===== config.mk =====
export PLATFORM = sky130hd
export DESIGN_NAME = ccu_ctrl_core
export DESIGN_NICKNAME = d
export VERILOG_FILES = /design/src/hdl/ccu_pkg.sv /design/src/hdl/ccu_ctrl_core.sv /design/src/hdl/ccu_collision_table.sv /design/src/hdl/ccu_cd_router.sv /design/src/hdl/ccu_cd_order_fifo.sv
export SDC_FILE = /design/constraint.sdc
export NUM_CORES = 1
export LEC_CHECK = 0
export BUFFER_PORTS_ARGS = -buffer_cell sky130_fd_sc_hd__buf_2
export CORE_MARGIN = 3
export CORE_UTILIZATION = 29
export CTS_CLUSTER_DIAMETER = 80
export DETAILED_ROUTE_END_ITERATION = 7
export GPL_ROUTABILITY_DRIVEN = 0
export GPL_TIMING_DRIVEN = 1
export HOLD_SLACK_MARGIN = 0.08
export MAX_ROUTING_LAYER = met4
export PLACE_DENSITY_LB_ADDON = 0.05
export SYNTH_ARGS = -nofsm -noshare
export SYNTH_HDL_FRONTEND = slang
export SYNTH_SLANG_ARGS = --single-unit

===== constraint.sdc =====
create_clock -name clk_i -period 10 [get_ports clk_i]
set_input_delay 0 -clock clk_i [delete_from_list [all_inputs] [get_ports clk_i]]
set_output_delay 0 -clock clk_i [all_outputs]
set_load 0.01 [all_outputs]

===== src/hdl/ccu_pkg.sv =====
// Shared widths and types of the CCU controller core
// Snoop data beat, write-back consumer and collision entry

package ccu_pkg;

    ////////////////////
    // Widths
    ////////////////////

    // Byte address as seen on the bus
    localparam int unsigned ADDR_WIDTH = 32;

    // 64-byte cache line
    localparam int unsigned LINE_OFFSET = 6;

    // Line part of a byte address
    localparam int unsigned LINE_ADDR_WIDTH = ADDR_WIDTH - LINE_OFFSET;

    // Transaction ID
    localparam int unsigned ID_WIDTH = 4;

    // One snoop data beat
    localparam int unsigned CD_DATA_WIDTH = 64;

    ////////////////////
    // Types
    ////////////////////

    typedef logic [LINE_ADDR_WIDTH-1:0] line_addr_t;

    typedef logic [ID_WIDTH-1:0] axi_id_t;

    // Unit that takes the data of a write-back job
    typedef enum logic {
        MEMORY_UNIT = 1'b0,
        SNOOP_UNIT  = 1'b1
    } cd_user_e;

    // Snoop data channel payload
    typedef struct packed {
        logic [CD_DATA_WIDTH-1:0] data;
        logic                     last;
    } cd_beat_t;

    // Outstanding transaction, tagged by ID
    typedef struct packed {
        axi_id_t    id;
        line_addr_t line;
    } coll_entry_t;

endpackage

===== src/hdl/ccu_ctrl_core.sv =====
// CCU controller core with snoop data routing and collision check

`timescale 1ns/1ps

module ccu_ctrl_core #(
    parameter int unsigned NoMstPorts    = 4,
    parameter int unsigned OrderDepth    = 4,
    parameter int unsigned TableCapacity = 6
) (
    input  logic                                    clk_i,
    input  logic                                    rst_ni,
    // Master port snoop data
    input  logic               [NoMstPorts-1:0]     cd_valid_i,
    input  ccu_pkg::cd_beat_t  [NoMstPorts-1:0]     cd_beat_i,
    output logic               [NoMstPorts-1:0]     cd_ready_o,
    // Write-back jobs
    input  logic                                    wb_push_i,
    input  ccu_pkg::cd_user_e                       wb_user_i,
    input  logic               [$clog2(NoMstPorts)-1:0] wb_first_i,
    input  logic               [NoMstPorts-1:0]     wb_avail_i,
    output logic                                    order_full_o,
    // Consumer units
    output ccu_pkg::cd_beat_t                       mu_cd_o,
    output logic                                    mu_cd_valid_o,
    input  logic                                    mu_full_i,
    output ccu_pkg::cd_beat_t                       su_cd_o,
    output logic                                    su_cd_valid_o,
    input  logic                                    su_full_i,
    // Collision check
    input  logic                                    lookup_i,
    input  ccu_pkg::line_addr_t                     lookup_addr_i,
    output logic                                    exists_o,
    input  logic                                    insert_i,
    input  ccu_pkg::coll_entry_t                    insert_entry_i,
    input  logic                                    remove_i,
    input  ccu_pkg::axi_id_t                        remove_id_i,
    output logic                                    table_full_o
);

    ccu_cd_router #(
        .NoMstPorts (NoMstPorts),
        .OrderDepth (OrderDepth)
    ) i_cd_router (
        .clk_i         (clk_i),
        .rst_ni        (rst_ni),
        .cd_valid_i    (cd_valid_i),
        .cd_beat_i     (cd_beat_i),
        .cd_ready_o    (cd_ready_o),
        .wb_push_i     (wb_push_i),
        .wb_user_i     (wb_user_i),
        .wb_first_i    (wb_first_i),
        .wb_avail_i    (wb_avail_i),
        .order_full_o  (order_full_o),
        .mu_cd_o       (mu_cd_o),
        .mu_cd_valid_o (mu_cd_valid_o),
        .mu_full_i     (mu_full_i),
        .su_cd_o       (su_cd_o),
        .su_cd_valid_o (su_cd_valid_o),
        .su_full_i     (su_full_i)
    );

    ccu_collision_table #(
        .Capacity (TableCapacity)
    ) i_collision_table (
        .clk_i          (clk_i),
        .rst_ni         (rst_ni),
        .lookup_i       (lookup_i),
        .lookup_addr_i  (lookup_addr_i),
        .exists_o       (exists_o),
        .insert_i       (insert_i),
        .insert_entry_i (insert_entry_i),
        .remove_i       (remove_i),
        .remove_id_i    (remove_id_i),
        .full_o         (table_full_o)
    );

endmodule


===== src/hdl/ccu_collision_table.sv =====
// ID-tagged table of in-flight cache lines
// Lookup, insert into first free slot, remove oldest entry of an ID

`timescale 1ns/1ps

module ccu_collision_table #(
    parameter int unsigned Capacity = 6
) (
    input  logic                 clk_i,
    input  logic                 rst_ni,
    input  logic                 lookup_i,
    input  ccu_pkg::line_addr_t  lookup_addr_i,
    output logic                 exists_o,
    input  logic                 insert_i,
    input  ccu_pkg::coll_entry_t insert_entry_i,
    input  logic                 remove_i,
    input  ccu_pkg::axi_id_t     remove_id_i,
    output logic                 full_o
);

    import ccu_pkg::*;

    localparam int unsigned CntWidth = $clog2(Capacity + 1);

    coll_entry_t           entry_q [Capacity];
    // Insertion order with 0 as the oldest valid entry
    logic [CntWidth-1:0]   age_q [Capacity];
    logic [Capacity-1:0]   valid_q;
    logic [CntWidth-1:0]   count_q;

    logic [Capacity-1:0]   hit;
    logic [Capacity-1:0]   id_match;
    logic                  ins_found;
    logic [CntWidth-1:0]   ins_idx;
    logic                  rem_found;
    logic [CntWidth-1:0]   rem_idx;
    logic [CntWidth-1:0]   rem_age;
    logic                  do_insert;
    logic                  do_remove;
    logic [CntWidth-1:0]   new_age;

    ////////////////////
    // Lookup
    ////////////////////

    for (genvar i = 0; i < Capacity; i++) begin : g_cmp
        assign hit[i]      = valid_q[i] && (entry_q[i].line == lookup_addr_i);
        assign id_match[i] = valid_q[i] && (entry_q[i].id == remove_id_i);
    end

    assign exists_o = lookup_i && |hit;
    assign full_o   = (count_q == CntWidth'(Capacity));

    // First free slot and oldest entry of the removed ID
    always_comb begin
        ins_found = 1'b0;
        ins_idx   = '0;
        rem_found = 1'b0;
        rem_idx   = '0;
        rem_age   = '0;
        for (int i = 0; i < Capacity; i++) begin
            if (!valid_q[i] && !ins_found) begin
                ins_found = 1'b1;
                ins_idx   = CntWidth'(i);
            end
            if (id_match[i] && (!rem_found || age_q[i] < rem_age)) begin
                rem_found = 1'b1;
                rem_idx   = CntWidth'(i);
                rem_age   = age_q[i];
            end
        end
    end

    assign do_insert = insert_i && ins_found;
    assign do_remove = remove_i && rem_found;
    assign new_age   = do_remove ? count_q - 1'b1 : count_q;

    ////////////////////
    // Update
    ////////////////////

    always_ff @(posedge clk_i or negedge rst_ni) begin
        if (!rst_ni) begin
            valid_q <= '0;
            count_q <= '0;
        end else begin
            for (int i = 0; i < Capacity; i++) begin
                if (do_remove && rem_idx == CntWidth'(i)) begin
                    valid_q[i] <= 1'b0;
                end else if (do_insert && ins_idx == CntWidth'(i)) begin
                    valid_q[i] <= 1'b1;
                end
            end
            count_q <= count_q + CntWidth'(do_insert) - CntWidth'(do_remove);
        end
    end

    always_ff @(posedge clk_i) begin
        for (int i = 0; i < Capacity; i++) begin
            if (do_insert && ins_idx == CntWidth'(i)) begin
                entry_q[i] <= insert_entry_i;
                age_q[i]   <= new_age;
            end else if (do_remove && valid_q[i] && age_q[i] > rem_age) begin
                // Close the gap left by the removed entry
                age_q[i] <= age_q[i] - 1'b1;
            end
        end
    end

    a_no_insert_full: assert property (
        @(posedge clk_i) disable iff (!rst_ni)
        insert_i |-> !full_o
    ) else $error("collision table insert while full");

    a_remove_present: assert property (
        @(posedge clk_i) disable iff (!rst_ni)
        remove_i |-> |id_match
    ) else $error("collision table remove of absent ID");

endmodule


===== src/hdl/ccu_cd_router.sv =====
// Snoop data routing of write-back jobs
// Per-port last-beat tracking, CD ready and steering to the consumer units

`timescale 1ns/1ps

module ccu_cd_router #(
    parameter int unsigned NoMstPorts = 4,
    parameter int unsigned OrderDepth = 4
) (
    input  logic                                    clk_i,
    input  logic                                    rst_ni,
    // Snoop data from the master ports
    input  logic               [NoMstPorts-1:0]     cd_valid_i,
    input  ccu_pkg::cd_beat_t  [NoMstPorts-1:0]     cd_beat_i,
    output logic               [NoMstPorts-1:0]     cd_ready_o,
    // Write-back job push
    input  logic                                    wb_push_i,
    input  ccu_pkg::cd_user_e                       wb_user_i,
    input  logic               [$clog2(NoMstPorts)-1:0] wb_first_i,
    input  logic               [NoMstPorts-1:0]     wb_avail_i,
    output logic                                    order_full_o,
    // Consumer units
    output ccu_pkg::cd_beat_t                       mu_cd_o,
    output logic                                    mu_cd_valid_o,
    input  logic                                    mu_full_i,
    output ccu_pkg::cd_beat_t                       su_cd_o,
    output logic                                    su_cd_valid_o,
    input  logic                                    su_full_i
);

    import ccu_pkg::*;

    localparam int unsigned IdxWidth = $clog2(NoMstPorts);

    typedef struct packed {
        cd_user_e              user;
        logic [IdxWidth-1:0]   first;
        logic [NoMstPorts-1:0] avail;
    } job_t;

    job_t                  job_in;
    job_t                  job_head;
    logic                  job_empty;
    logic                  job_done;
    logic                  cons_full;
    logic [NoMstPorts-1:0] done_q;
    cd_beat_t              fwd_beat;
    logic                  fwd_hs;

    ////////////////////
    // Job order
    ////////////////////

    assign job_in.user  = wb_user_i;
    assign job_in.first = wb_first_i;
    assign job_in.avail = wb_avail_i;

    ccu_cd_order_fifo #(
        .DataWidth ($bits(job_t)),
        .Depth     (OrderDepth)
    ) i_order_fifo (
        .clk_i   (clk_i),
        .rst_ni  (rst_ni),
        .push_i  (wb_push_i),
        .data_i  (job_in),
        .pop_i   (job_done),
        .data_o  (job_head),
        .full_o  (order_full_o),
        .empty_o (job_empty)
    );

    // All ports of the mask have sent their last beat
    assign job_done = !job_empty && (done_q == job_head.avail);

    always_ff @(posedge clk_i or negedge rst_ni) begin
        if (!rst_ni) begin
            done_q <= '0;
        end else if (job_done) begin
            done_q <= '0;
        end else begin
            done_q <= done_q | (cd_valid_i & cd_ready_o & last_bits(cd_beat_i));
        end
    end

    function automatic logic [NoMstPorts-1:0] last_bits(input cd_beat_t [NoMstPorts-1:0] beats);
        logic [NoMstPorts-1:0] bits;
        for (int i = 0; i < NoMstPorts; i++) begin
            bits[i] = beats[i].last;
        end
        return bits;
    endfunction

    ////////////////////
    // Ready and steering
    ////////////////////

    assign cons_full = (job_head.user == MEMORY_UNIT) ? mu_full_i : su_full_i;

    for (genvar i = 0; i < NoMstPorts; i++) begin : g_ready
        // Back-pressure holds only the first responder
        assign cd_ready_o[i] = !job_empty && job_head.avail[i] && !done_q[i] &&
                               !(job_head.first == IdxWidth'(i) && cons_full);
    end

    assign fwd_beat = cd_beat_i[job_head.first];
    assign fwd_hs   = cd_valid_i[job_head.first] && cd_ready_o[job_head.first];

    assign mu_cd_o       = fwd_beat;
    assign su_cd_o       = fwd_beat;
    assign mu_cd_valid_o = fwd_hs && (job_head.user == MEMORY_UNIT);
    assign su_cd_valid_o = fwd_hs && (job_head.user == SNOOP_UNIT);

    a_no_push_full: assert property (
        @(posedge clk_i) disable iff (!rst_ni)
        wb_push_i |-> !order_full_o
    ) else $error("write-back job pushed while order FIFO full");

    a_strobe_needs_job: assert property (
        @(posedge clk_i) disable iff (!rst_ni)
        (mu_cd_valid_o || su_cd_valid_o) |-> !job_empty
    ) else $error("consumer strobe without a pending job");

endmodule


===== src/hdl/ccu_cd_order_fifo.sv =====
// Fall-through FIFO holding pending write-back jobs in order

`timescale 1ns/1ps

module ccu_cd_order_fifo #(
    parameter int unsigned DataWidth = 8,
    parameter int unsigned Depth     = 4
) (
    input  logic                 clk_i,
    input  logic                 rst_ni,
    input  logic                 push_i,
    input  logic [DataWidth-1:0] data_i,
    input  logic                 pop_i,
    output logic [DataWidth-1:0] data_o,
    output logic                 full_o,
    output logic                 empty_o
);

    localparam int unsigned PtrWidth = (Depth > 1) ? $clog2(Depth) : 1;
    localparam int unsigned CntWidth = $clog2(Depth + 1);

    logic [DataWidth-1:0] mem_q [Depth];
    logic [PtrWidth-1:0]  rd_ptr_q;
    logic [PtrWidth-1:0]  wr_ptr_q;
    logic [CntWidth-1:0]  count_q;
    logic                 stored_empty;
    logic                 push_mem;
    logic                 pop_mem;

    assign stored_empty = (count_q == '0);
    assign full_o       = (count_q == CntWidth'(Depth));
    assign empty_o      = stored_empty && !push_i;

    // Empty FIFO passes the incoming job straight through
    assign data_o = stored_empty ? data_i : mem_q[rd_ptr_q];

    // Job consumed in its push cycle never lands in memory
    assign push_mem = push_i && !full_o && !(stored_empty && pop_i);
    assign pop_mem  = pop_i && !stored_empty;

    always_ff @(posedge clk_i or negedge rst_ni) begin
        if (!rst_ni) begin
            rd_ptr_q <= '0;
            wr_ptr_q <= '0;
            count_q  <= '0;
        end else begin
            if (push_mem) begin
                wr_ptr_q <= (wr_ptr_q == PtrWidth'(Depth - 1)) ? '0 : wr_ptr_q + 1'b1;
            end
            if (pop_mem) begin
                rd_ptr_q <= (rd_ptr_q == PtrWidth'(Depth - 1)) ? '0 : rd_ptr_q + 1'b1;
            end
            if (push_mem && !pop_mem) begin
                count_q <= count_q + 1'b1;
            end else if (pop_mem && !push_mem) begin
                count_q <= count_q - 1'b1;
            end
        end
    end

    always_ff @(posedge clk_i) begin
        if (push_mem) begin
            mem_q[wr_ptr_q] <= data_i;
        end
    end

    a_no_pop_empty: assert property (
        @(posedge clk_i) disable iff (!rst_ni)
        pop_i |-> !empty_o
    ) else $error("order FIFO popped while empty");

endmodule


==> impl_metrics.prom, run 1 <==
# TYPE chip_impl_metric gauge
chip_impl_info{name="status",value="finished clean"} 1
chip_impl_metric{name="synth_seq_cells",unit=""} 246
chip_impl_metric{name="max-slew-margin-rel",unit="%"} 28.7
chip_impl_metric{name="power.density",unit="nW/um2"} 293
chip_impl_info{name="tritoncts",value="done"} 1
chip_impl_metric{name="cts.htree.levels",unit=""} 1
chip_impl_info{name="timing.critical_path.slowest_stage_cell",value="sky130_fd_sc_hd__or4_1"} 1
chip_impl_metric{name="route.detailed.wl_per_inst",unit="um"} 24.7
chip_impl_metric{name="post_detail_place_hpwl",unit="um"} 48100
chip_impl_metric{name="layout-drive-gt1-share",unit="%"} 33.7
chip_impl_metric{name="clkSlewWorstSetupHoldPaths",unit="ps"} 60
chip_impl_metric{name="timing.hold.ws",unit="ps"} 188
chip_impl_metric{name="chipHeight",unit="um"} 230
chip_impl_metric{name="worst_path_largest_cell_delay",unit="ps"} 420
chip_impl_metric{name="grt_remaining_overflow",unit=""} 0
chip_impl_metric{name="clock_tree.buffer_depth",unit=""} 3
chip_impl_metric{name="synth-edff-count",unit=""} 226
chip_impl_metric{name="via_per_inst",unit=""} 4.83
chip_impl_metric{name="1st_iter_drt_viols",unit=""} 711
chip_impl_metric{name="clkLatencyLatePin",unit="ps"} 560
chip_impl_metric{name="die-area",unit="um2"} 53000
chip_impl_metric{name="max-cap-violations",unit=""} 0
chip_impl_metric{name="crit_required",unit="ps"} 10300
chip_impl_metric{name="critical_path_arrival",unit="ps"} 9710
chip_impl_info{name="worst_hold_path_type",value="primary input to register"} 1
chip_impl_metric{name="start_util",unit="%"} 29.6
chip_impl_metric{name="layout-area-overhead-vs-synth",unit="%"} 28.5
chip_impl_metric{name="layout_worst_path_cycle_share",unit="%"} 94.0
chip_impl_metric{name="fp.dieW",unit="um"} 230
chip_impl_metric{name="timing.critical_path.fanout_max",unit=""} 10
chip_impl_metric{name="groute.usage.overall",unit="%"} 22.5
chip_impl_info{name="critical_path_class",value="register to register"} 1
chip_impl_metric{name="grt_pass1_vias",unit=""} 11800
chip_impl_metric{name="synth_async_sr_flop_share",unit="%"} 8.13
chip_impl_metric{name="drt-pass1-iter-count",unit=""} 5
chip_impl_metric{name="worst_pin_slew",unit="ps"} 1040
chip_impl_metric{name="postSynthAreaPerCell",unit="um2"} 11.1
chip_impl_info{name="synth_top_flop_cell",value="sky130_fd_sc_hd__edfxtp_1"} 1
chip_impl_metric{name="postRouteWirelength",unit="um"} 60400
chip_impl_metric{name="timing.fmax",unit="MHz"} 106
chip_impl_metric{name="syn_area",unit="um2"} 14600
chip_impl_metric{name="syn_inst",unit=""} 1314
chip_impl_metric{name="grt_start_max_net_pins",unit=""} 96
chip_impl_metric{name="detail_route.drc_violations",unit=""} 0
chip_impl_metric{name="placed_cells_incl_taps",unit=""} 2326
chip_impl_metric{name="yosys.cell_types.count",unit=""} 70
chip_impl_metric{name="numClockSinks",unit=""} 246
chip_impl_metric{name="report.final.hold_viol_count",unit=""} 0
chip_impl_metric{name="syn-num-nets",unit=""} 1693
chip_impl_metric{name="yosysWarningCount",unit=""} 0
chip_impl_info{name="timing.critical_path.from_type",value="register"} 1
chip_impl_metric{name="postRouteAntennaNets",unit=""} 0
chip_impl_metric{name="port_buffers",unit=""} 477
chip_impl_metric{name="post-route-min-period",unit="ps"} 9400
chip_impl_info{name="timing.critical_path.mode_cell",value="sky130_fd_sc_hd__ha_1"} 1
chip_impl_metric{name="antenna_found_initial",unit=""} 14
chip_impl_metric{name="final.setup_skew",unit="ps"} 16.4
chip_impl_metric{name="final_nets",unit=""} 2125
chip_impl_metric{name="synth-seq-area-share",unit="%"} 50.0
chip_impl_metric{name="report.final.setup_viol",unit=""} 0
chip_impl_metric{name="grt_first_pass_wirelength",unit="um"} 84600
chip_impl_metric{name="cellLeakagePower",unit="uW"} 0.00734
chip_impl_metric{name="placeableCoreArea",unit="um2"} 49300
chip_impl_metric{name="peakVddDrop",unit="V"} 0.000141
chip_impl_metric{name="maxSlewViolCount",unit=""} 0
chip_impl_info{name="root_buffer",value="sky130_fd_sc_hd__clkbuf_16"} 1
chip_impl_metric{name="dr_total_vias",unit=""} 11800
chip_impl_metric{name="num_rows",unit=""} 81
chip_impl_metric{name="cts_inserted_buffers",unit=""} 29
chip_impl_info{name="worst_setup_path_end_kind",value="register"} 1
chip_impl_metric{name="final_cells",unit=""} 2445
chip_impl_metric{name="io-pin-count",unit=""} 478
logic make-up after synthesis:
| kind of cell | Yosys count | synth area share (%) |
|---|---|---|
| XOR/XNOR | 193 | 11.6 |
| buffers and inverters | 180 | 6.52 |
| AND/OR/NAND/NOR | 394 | 13.8 |
| adder cells (fa/ha/maj) | 40 | 3.54 |
| AO/OA/AOI/OAI | 220 | 11.1 |
| flip-flops | 246 | 50.0 |
| multiplexers | 41 | 3.49 |
through the flow:
step	area (um2)	setup TNS, ps	util (%)	setup slack (ps)	total power [uW]
final	18700	0	38.0	596	5490
after floorplan	14600	0	-	1210	3350
after global routing	18700	-159	38.0	-53.0	5810
after CTS	18600	0	37.8	69.0	5560
after global placement	17200	0	34.8	327	4440
after detailed placement	17200	0	34.8	110	4440
where the power goes:
group	total, uW	internal (uW)	leakage [uW]	switching (uW)
Combinational	3000	1020	0.00460	1980
Clock	1060	637	0.000466	423
Sequential	1430	1300	0.00228	130
Total	5490	2950	0.00734	2530
cell usage in the layout, fill, tap and decap left out, types with 5 or more instances in the layout:
| master | n |
|---|---|
| sky130_fd_sc_hd__a211oi_1 | 71 |
| sky130_fd_sc_hd__a21oi_1 | 6 |
| sky130_fd_sc_hd__a31oi_1 | 79 |
| sky130_fd_sc_hd__and2_0 | 12 |
| sky130_fd_sc_hd__and2_1 | 63 |
| sky130_fd_sc_hd__buf_2 | 477 |
| sky130_fd_sc_hd__buf_4 | 18 |
| sky130_fd_sc_hd__clkbuf_1 | 7 |
| sky130_fd_sc_hd__clkbuf_16 | 29 |
| sky130_fd_sc_hd__clkinv_2 | 5 |
| sky130_fd_sc_hd__dfrtp_1 | 20 |
| sky130_fd_sc_hd__diode_2 | 13 |
| sky130_fd_sc_hd__dlygate4sd3_1 | 49 |
| sky130_fd_sc_hd__edfxtp_1 | 226 |
| sky130_fd_sc_hd__ha_1 | 38 |
| sky130_fd_sc_hd__inv_1 | 36 |
| sky130_fd_sc_hd__mux2i_1 | 27 |
| sky130_fd_sc_hd__mux4_2 | 7 |
| sky130_fd_sc_hd__nand2_1 | 162 |
| sky130_fd_sc_hd__nand3_1 | 12 |
| sky130_fd_sc_hd__nand4_1 | 33 |
| sky130_fd_sc_hd__nor2_1 | 38 |
| sky130_fd_sc_hd__nor3_1 | 12 |
| sky130_fd_sc_hd__nor3_2 | 6 |
| sky130_fd_sc_hd__nor4_1 | 20 |
| sky130_fd_sc_hd__nor4_2 | 6 |
| sky130_fd_sc_hd__o21a_1 | 5 |
| sky130_fd_sc_hd__o21ai_0 | 14 |
| sky130_fd_sc_hd__or2_1 | 5 |
| sky130_fd_sc_hd__xnor2_1 | 105 |
| sky130_fd_sc_hd__xor2_1 | 88 |
registers in the layout, indices dropped and copies added, names as in the netlist:
register,flops
i_collision_table.entry_q,180
i_cd_router.i_order_fifo.rd_ptr_q,2
i_collision_table.valid_q,6
i_collision_table.age_q,18
i_cd_router.i_order_fifo.wr_ptr_q,2
i_cd_router.done_q,4
i_cd_router.i_order_fifo.count_q,3
i_cd_router.i_order_fifo.mem_q,28
i_collision_table.count_q,3
metal layers:
metal  global-route usage, %  vias to the layer above  share of wire, %
li1                        -                     5597                 -
met1                    27.2                     5726                41
met5                       -                        -                 0
met4                    10.0                        0               3.8
met2                    36.6                      402                49
met3                    4.44                       77               5.6
cells in the mapped netlist (all sizes together), types with 3 or more instances:
cell     number  area (um2)
or3           3        23.8
nand3        12        60.1
buf          77         563
mux2i        29         290
a211oi       72         541
a21o          5        37.5
nand2       163         614
nand2b        4        25.0
o2111ai       3        32.5
nor2         40         150
dfrtp        20         500
nor4         26         200
xnor2       105         920
mux2          5        60.1
xor2         88         771
and2         75         469
a2111oi       6        77.6
mux4          7         158
o21ai        17        88.8
inv          36         135
a31oi        81         513
ha           38         475
o21a          5        37.5
nor3         20         131
o211ai        4        53.8
edfxtp      226        6790
nor2b         4        25.0
clkbuf       67         251
nand4        33         206
a21oi        11        70.1
or2           5        31.3
critical path: cells and delay by family, from the launching register on:
| family | cells | cell delay (ps) |
|---|---|---|
| compound gates | 21 | 3920 |
| fa+ha+maj | 6 | 1700 |
| buf+inv | 4 | 470 |
| flops | 1 | 370 |
| simple gates | 12 | 2010 |
| mux | 2 | 650 |
repair_timing:
item / in CTS / in global routing
endpoints found under the hold margin: 253 / 0
hold buffers: 50 / 0
gates resized for setup: 0 / 16
setup buffers: 0 / 3
endpoints found under the setup margin: 0 / 36
area by class of cell:
cell class | instances | area, um2
flip-flops and latches | 246 | 7290
inverters | 36 | 135
clock buffers | 36 | 752
multi-input cells | 888 | 6460
diodes | 13 | 32.5
fillers | 4946 | 30500
clock inverters | 17 | 195
repair buffers | 545 | 3030
well taps | 664 | 831
path summary, 6_finish.rpt:
kind,from,slack [ps],cells past startpoint,end
max in group asynchronous,rst_ni,9320,4,i_collision_table.valid_q[0]
worst min-delay path,remove_i,190,3,i_collision_table.valid_q[5]
worst min register to register,i_cd_router.i_order_fifo.count_q[2],500,1,i_cd_router.i_order_fifo.count_q[2]
worst max register to register,i_collision_table.entry_q[0][26],600,45,i_collision_table.age_q[0][2]
worst max-delay path,i_collision_table.entry_q[0][26],600,45,i_collision_table.age_q[0][2]
min in group asynchronous,rst_ni,490,4,i_cd_router.done_q[3]
Note: power is estimated with default switching activity, not from simulation.
==> run 2, diff against run 1 <==
Settings changed: GPL_ROUTABILITY_DRIVEN 0 to not set, REMOVE_ABC_BUFFERS set to 1.
==> impl_metrics.prom, run 2 (synthesized netlist as in run 1, its figures left out) <==
# TYPE chip_impl_metric gauge
chip_impl_metric{name="crit_required",unit="ps"} 10260
chip_impl_info{name="status",value="finished clean"} 1
chip_impl_metric{name="1st_iter_drt_viols",unit=""} 596
chip_impl_metric{name="power.density",unit="nW/um2"} 296
chip_impl_metric{name="timing.critical_path.fanout_max",unit=""} 7
chip_impl_metric{name="cts.htree.levels",unit=""} 1
chip_impl_metric{name="grt_pass1_vias",unit=""} 11800
chip_impl_metric{name="power.net_switching",unit="uW"} 2570
chip_impl_info{name="worst_hold_path_type",value="primary input to register"} 1
chip_impl_info{name="cp_top_family",value="compound AO/OA/AOI/OAI gates"} 1
chip_impl_metric{name="cellLeakagePower",unit="uW"} 0.00738
chip_impl_info{name="timing.critical_path.from_type",value="register"} 1
chip_impl_metric{name="layout-drive-gt1-share",unit="%"} 33.6
chip_impl_metric{name="placed_cell_area",unit="um2"} 17200
chip_impl_metric{name="p_comb_share",unit="%"} 55.0
chip_impl_metric{name="fp.dieW",unit="um"} 230
chip_impl_metric{name="route.detailed.wl_per_inst",unit="um"} 25.0
chip_impl_metric{name="via_per_inst",unit=""} 4.80
chip_impl_metric{name="switching_share",unit="%"} 46.2
chip_impl_metric{name="die-area",unit="um2"} 53000
chip_impl_info{name="worst_setup_path_end_kind",value="register"} 1
chip_impl_metric{name="intPower",unit="uW"} 2990
chip_impl_info{name="root_buffer",value="sky130_fd_sc_hd__clkbuf_16"} 1
chip_impl_metric{name="power.total",unit="uW"} 5560
chip_impl_metric{name="post_detail_place_hpwl",unit="um"} 48100
chip_impl_metric{name="layout.filler_cells",unit=""} 4971
chip_impl_info{name="registers.top_by_ff_count",value="i_collision_table.entry_q"} 1
chip_impl_metric{name="num_rows",unit=""} 81
chip_impl_metric{name="port_buffers",unit=""} 477
chip_impl_metric{name="rrSetupSlack",unit="ps"} 650
chip_impl_metric{name="worst_path_largest_cell_delay",unit="ps"} 420
chip_impl_metric{name="groute.usage.overall",unit="%"} 22.8
chip_impl_metric{name="clkSlewWorstSetupHoldPaths",unit="ps"} 60
chip_impl_metric{name="final_nets",unit=""} 2132
chip_impl_metric{name="timing.hold.ws",unit="ps"} 203
chip_impl_metric{name="maxSlewViolCount",unit=""} 0
chip_impl_metric{name="timing.fmax",unit="MHz"} 107
chip_impl_metric{name="placeableCoreArea",unit="um2"} 49300
chip_impl_metric{name="worst_pin_slew",unit="ps"} 1080
chip_impl_info{name="timing.critical_path.slowest_stage_cell",value="sky130_fd_sc_hd__or4_1"} 1
chip_impl_metric{name="final_area",unit="um2"} 18800
chip_impl_metric{name="report.final.hold_viol_count",unit=""} 0
chip_impl_metric{name="placed_cells_incl_taps",unit=""} 2331
chip_impl_metric{name="largest_reg_flops",unit=""} 180
chip_impl_metric{name="clock_tree.buffer_depth",unit=""} 3
chip_impl_metric{name="antenna_found_initial",unit=""} 6
chip_impl_metric{name="io-pin-count",unit=""} 478
chip_impl_metric{name="post-route-min-period",unit="ps"} 9350
chip_impl_info{name="timing.critical_path.mode_cell",value="sky130_fd_sc_hd__ha_1"} 1
chip_impl_metric{name="critical_path_arrival",unit="ps"} 9610
chip_impl_metric{name="layout-area-overhead-vs-synth",unit="%"} 28.9
chip_impl_info{name="layout_common_cells",value="477 x sky130_fd_sc_hd__buf_2, 226 x sky130_fd_sc_hd__edfxtp_1, 162 x sky130_fd_sc_hd__nand2_1"} 1
chip_impl_metric{name="final_cells",unit=""} 2442
chip_impl_metric{name="crit_buf_inv",unit=""} 3
chip_impl_info{name="mostFrequentLayoutCell",value="sky130_fd_sc_hd__buf_2"} 1
chip_impl_metric{name="chipHeight",unit="um"} 230
chip_impl_info{name="worstSetupEndpoint",value="i_collision_table.age_q[4][1]"} 1
chip_impl_metric{name="grt_first_pass_wirelength",unit="um"} 85800
chip_impl_metric{name="ff2ff_path_depth",unit=""} 43
chip_impl_metric{name="grt_remaining_overflow",unit=""} 0
chip_impl_metric{name="numClockSinks",unit=""} 246
chip_impl_info{name="r2r_start",value="i_collision_table.entry_q[0][26]"} 1
chip_impl_info{name="critical_path_class",value="register to register"} 1
chip_impl_metric{name="postRouteAntennaNets",unit=""} 0
chip_impl_metric{name="finalCoreUtilization",unit="%"} 38.1
chip_impl_metric{name="grt_start_max_net_pins",unit=""} 90
chip_impl_metric{name="dr_total_vias",unit=""} 11700
chip_impl_metric{name="layout_worst_path_cycle_share",unit="%"} 93.5
chip_impl_metric{name="clock_network_fraction_of_design_power",unit="%"} 19.2
chip_impl_metric{name="seq_power_share",unit="%"} 25.7
chip_impl_metric{name="peakVddDrop",unit="V"} 0.000169
chip_impl_metric{name="report.final.setup_viol",unit=""} 0
chip_impl_metric{name="drt-pass1-iter-count",unit=""} 5
chip_impl_metric{name="clkLatencyLatePin",unit="ps"} 580
chip_impl_metric{name="final.setup_skew",unit="ps"} 33.8
chip_impl_metric{name="max-cap-violations",unit=""} 0
chip_impl_metric{name="detail_route.drc_violations",unit=""} 0
chip_impl_metric{name="finalWeightedCongestion",unit=""} 0.971
chip_impl_metric{name="start_util",unit="%"} 29.6
chip_impl_metric{name="crit_cells",unit=""} 43
chip_impl_metric{name="holdPathStages",unit=""} 2
chip_impl_metric{name="max-slew-margin-rel",unit="%"} 27.7
chip_impl_info{name="rr_endpoint",value="i_collision_table.age_q[4][1]"} 1
chip_impl_info{name="tritoncts",value="done"} 1
chip_impl_metric{name="postRouteWirelength",unit="um"} 61000
chip_impl_info{name="critPathLaunch",value="i_collision_table.entry_q[0][26]"} 1
chip_impl_metric{name="cts_inserted_buffers",unit=""} 28
chip_impl_info{name="layout_top_registers",value="i_collision_table.entry_q (180), i_cd_router.i_order_fifo.mem_q (28), i_collision_table.age_q (18)"} 1
-- run 2: cell count changes in the layout (fill, tap and decap cells not counted), moves of 3 or more --
| cell | previous run | this run |
|---|---|---|
| sky130_fd_sc_hd__diode_2 | 13 | 3 |
| sky130_fd_sc_hd__clkbuf_8 | 0 | 6 |
| sky130_fd_sc_hd__buf_4 | 18 | 22 |
| sky130_fd_sc_hd__clkbuf_1 | 7 | 11 |
| sky130_fd_sc_hd__clkinv_1 | 4 | 0 |
| sky130_fd_sc_hd__dlygate4sd3_1 | 49 | 53 |
| sky130_fd_sc_hd__clkinv_2 | 5 | 2 |
| sky130_fd_sc_hd__inv_6 | 3 | 0 |
-- run 2: worst min path at each step --
stage / end / start / slack [ps]
final: i_collision_table.entry_q[3][9] / insert_entry_i[9] / 200
after global routing: i_collision_table.entry_q[2][2] / insert_entry_i[2] / 210
after CTS: i_collision_table.entry_q[1][17] / insert_entry_i[17] / 170
after detailed placement: i_collision_table.valid_q[0] / rst_ni / 50
after global placement: i_collision_table.valid_q[0] / rst_ni / 50
after floorplan: i_cd_router.done_q[0] / rst_ni / -300
-- run 2: metrics by stage --
stage / worst slack (ps) / TNS [ps]
global placement: 324 / 0
finish: 647 / 0
CTS: 123 / 0
detailed placement: 172 / 0
global route: -2.54 / -7.46
floorplan: 1190 / 0
-- run 2: layout make-up --
class	instances	area (um2)	area share, %
inverter	36	135	0.719
tap	664	831	4.42
antenna	3	7.51	0.0400
clock inverter	7	141	0.753
clock buffer	45	825	4.39
multi-input combinational	888	6460	34.4
sequential	246	7290	38.8
timing repair buffer	553	3100	16.5
-- run 2: what timing repair did --
| item | 4_1_cts | 5_1_grt |
|---|---|---|
| endpoints found under the setup margin | 0 | 36 |
| buffers inserted | 0 | 2 |
| endpoints found under the hold margin | 239 | 0 |
| gates resized for setup | 0 | 14 |
| hold buffers | 54 | 0 |
-- run 2: power groups by stage --
stage | registers (uW) | logic, uW | clock network [uW]
after floorplan | 1400 | 1600 | 0
after global placement | 1450 | 3030 | 0
after detailed placement | 1450 | 3030 | 0
after CTS | 1430 | 3090 | 1110
after global routing | 1450 | 3270 | 1140
final | 1430 | 3060 | 1070
-- run 2: per-layer routing --
layer,part of all wire (%),global-route usage [%],up-vias
met2,50,39.2,348
met1,42,27.9,5727
met5,0,-,-
met3,4.6,3.01,72
met4,3.3,6.98,0
li1,-,-,5580
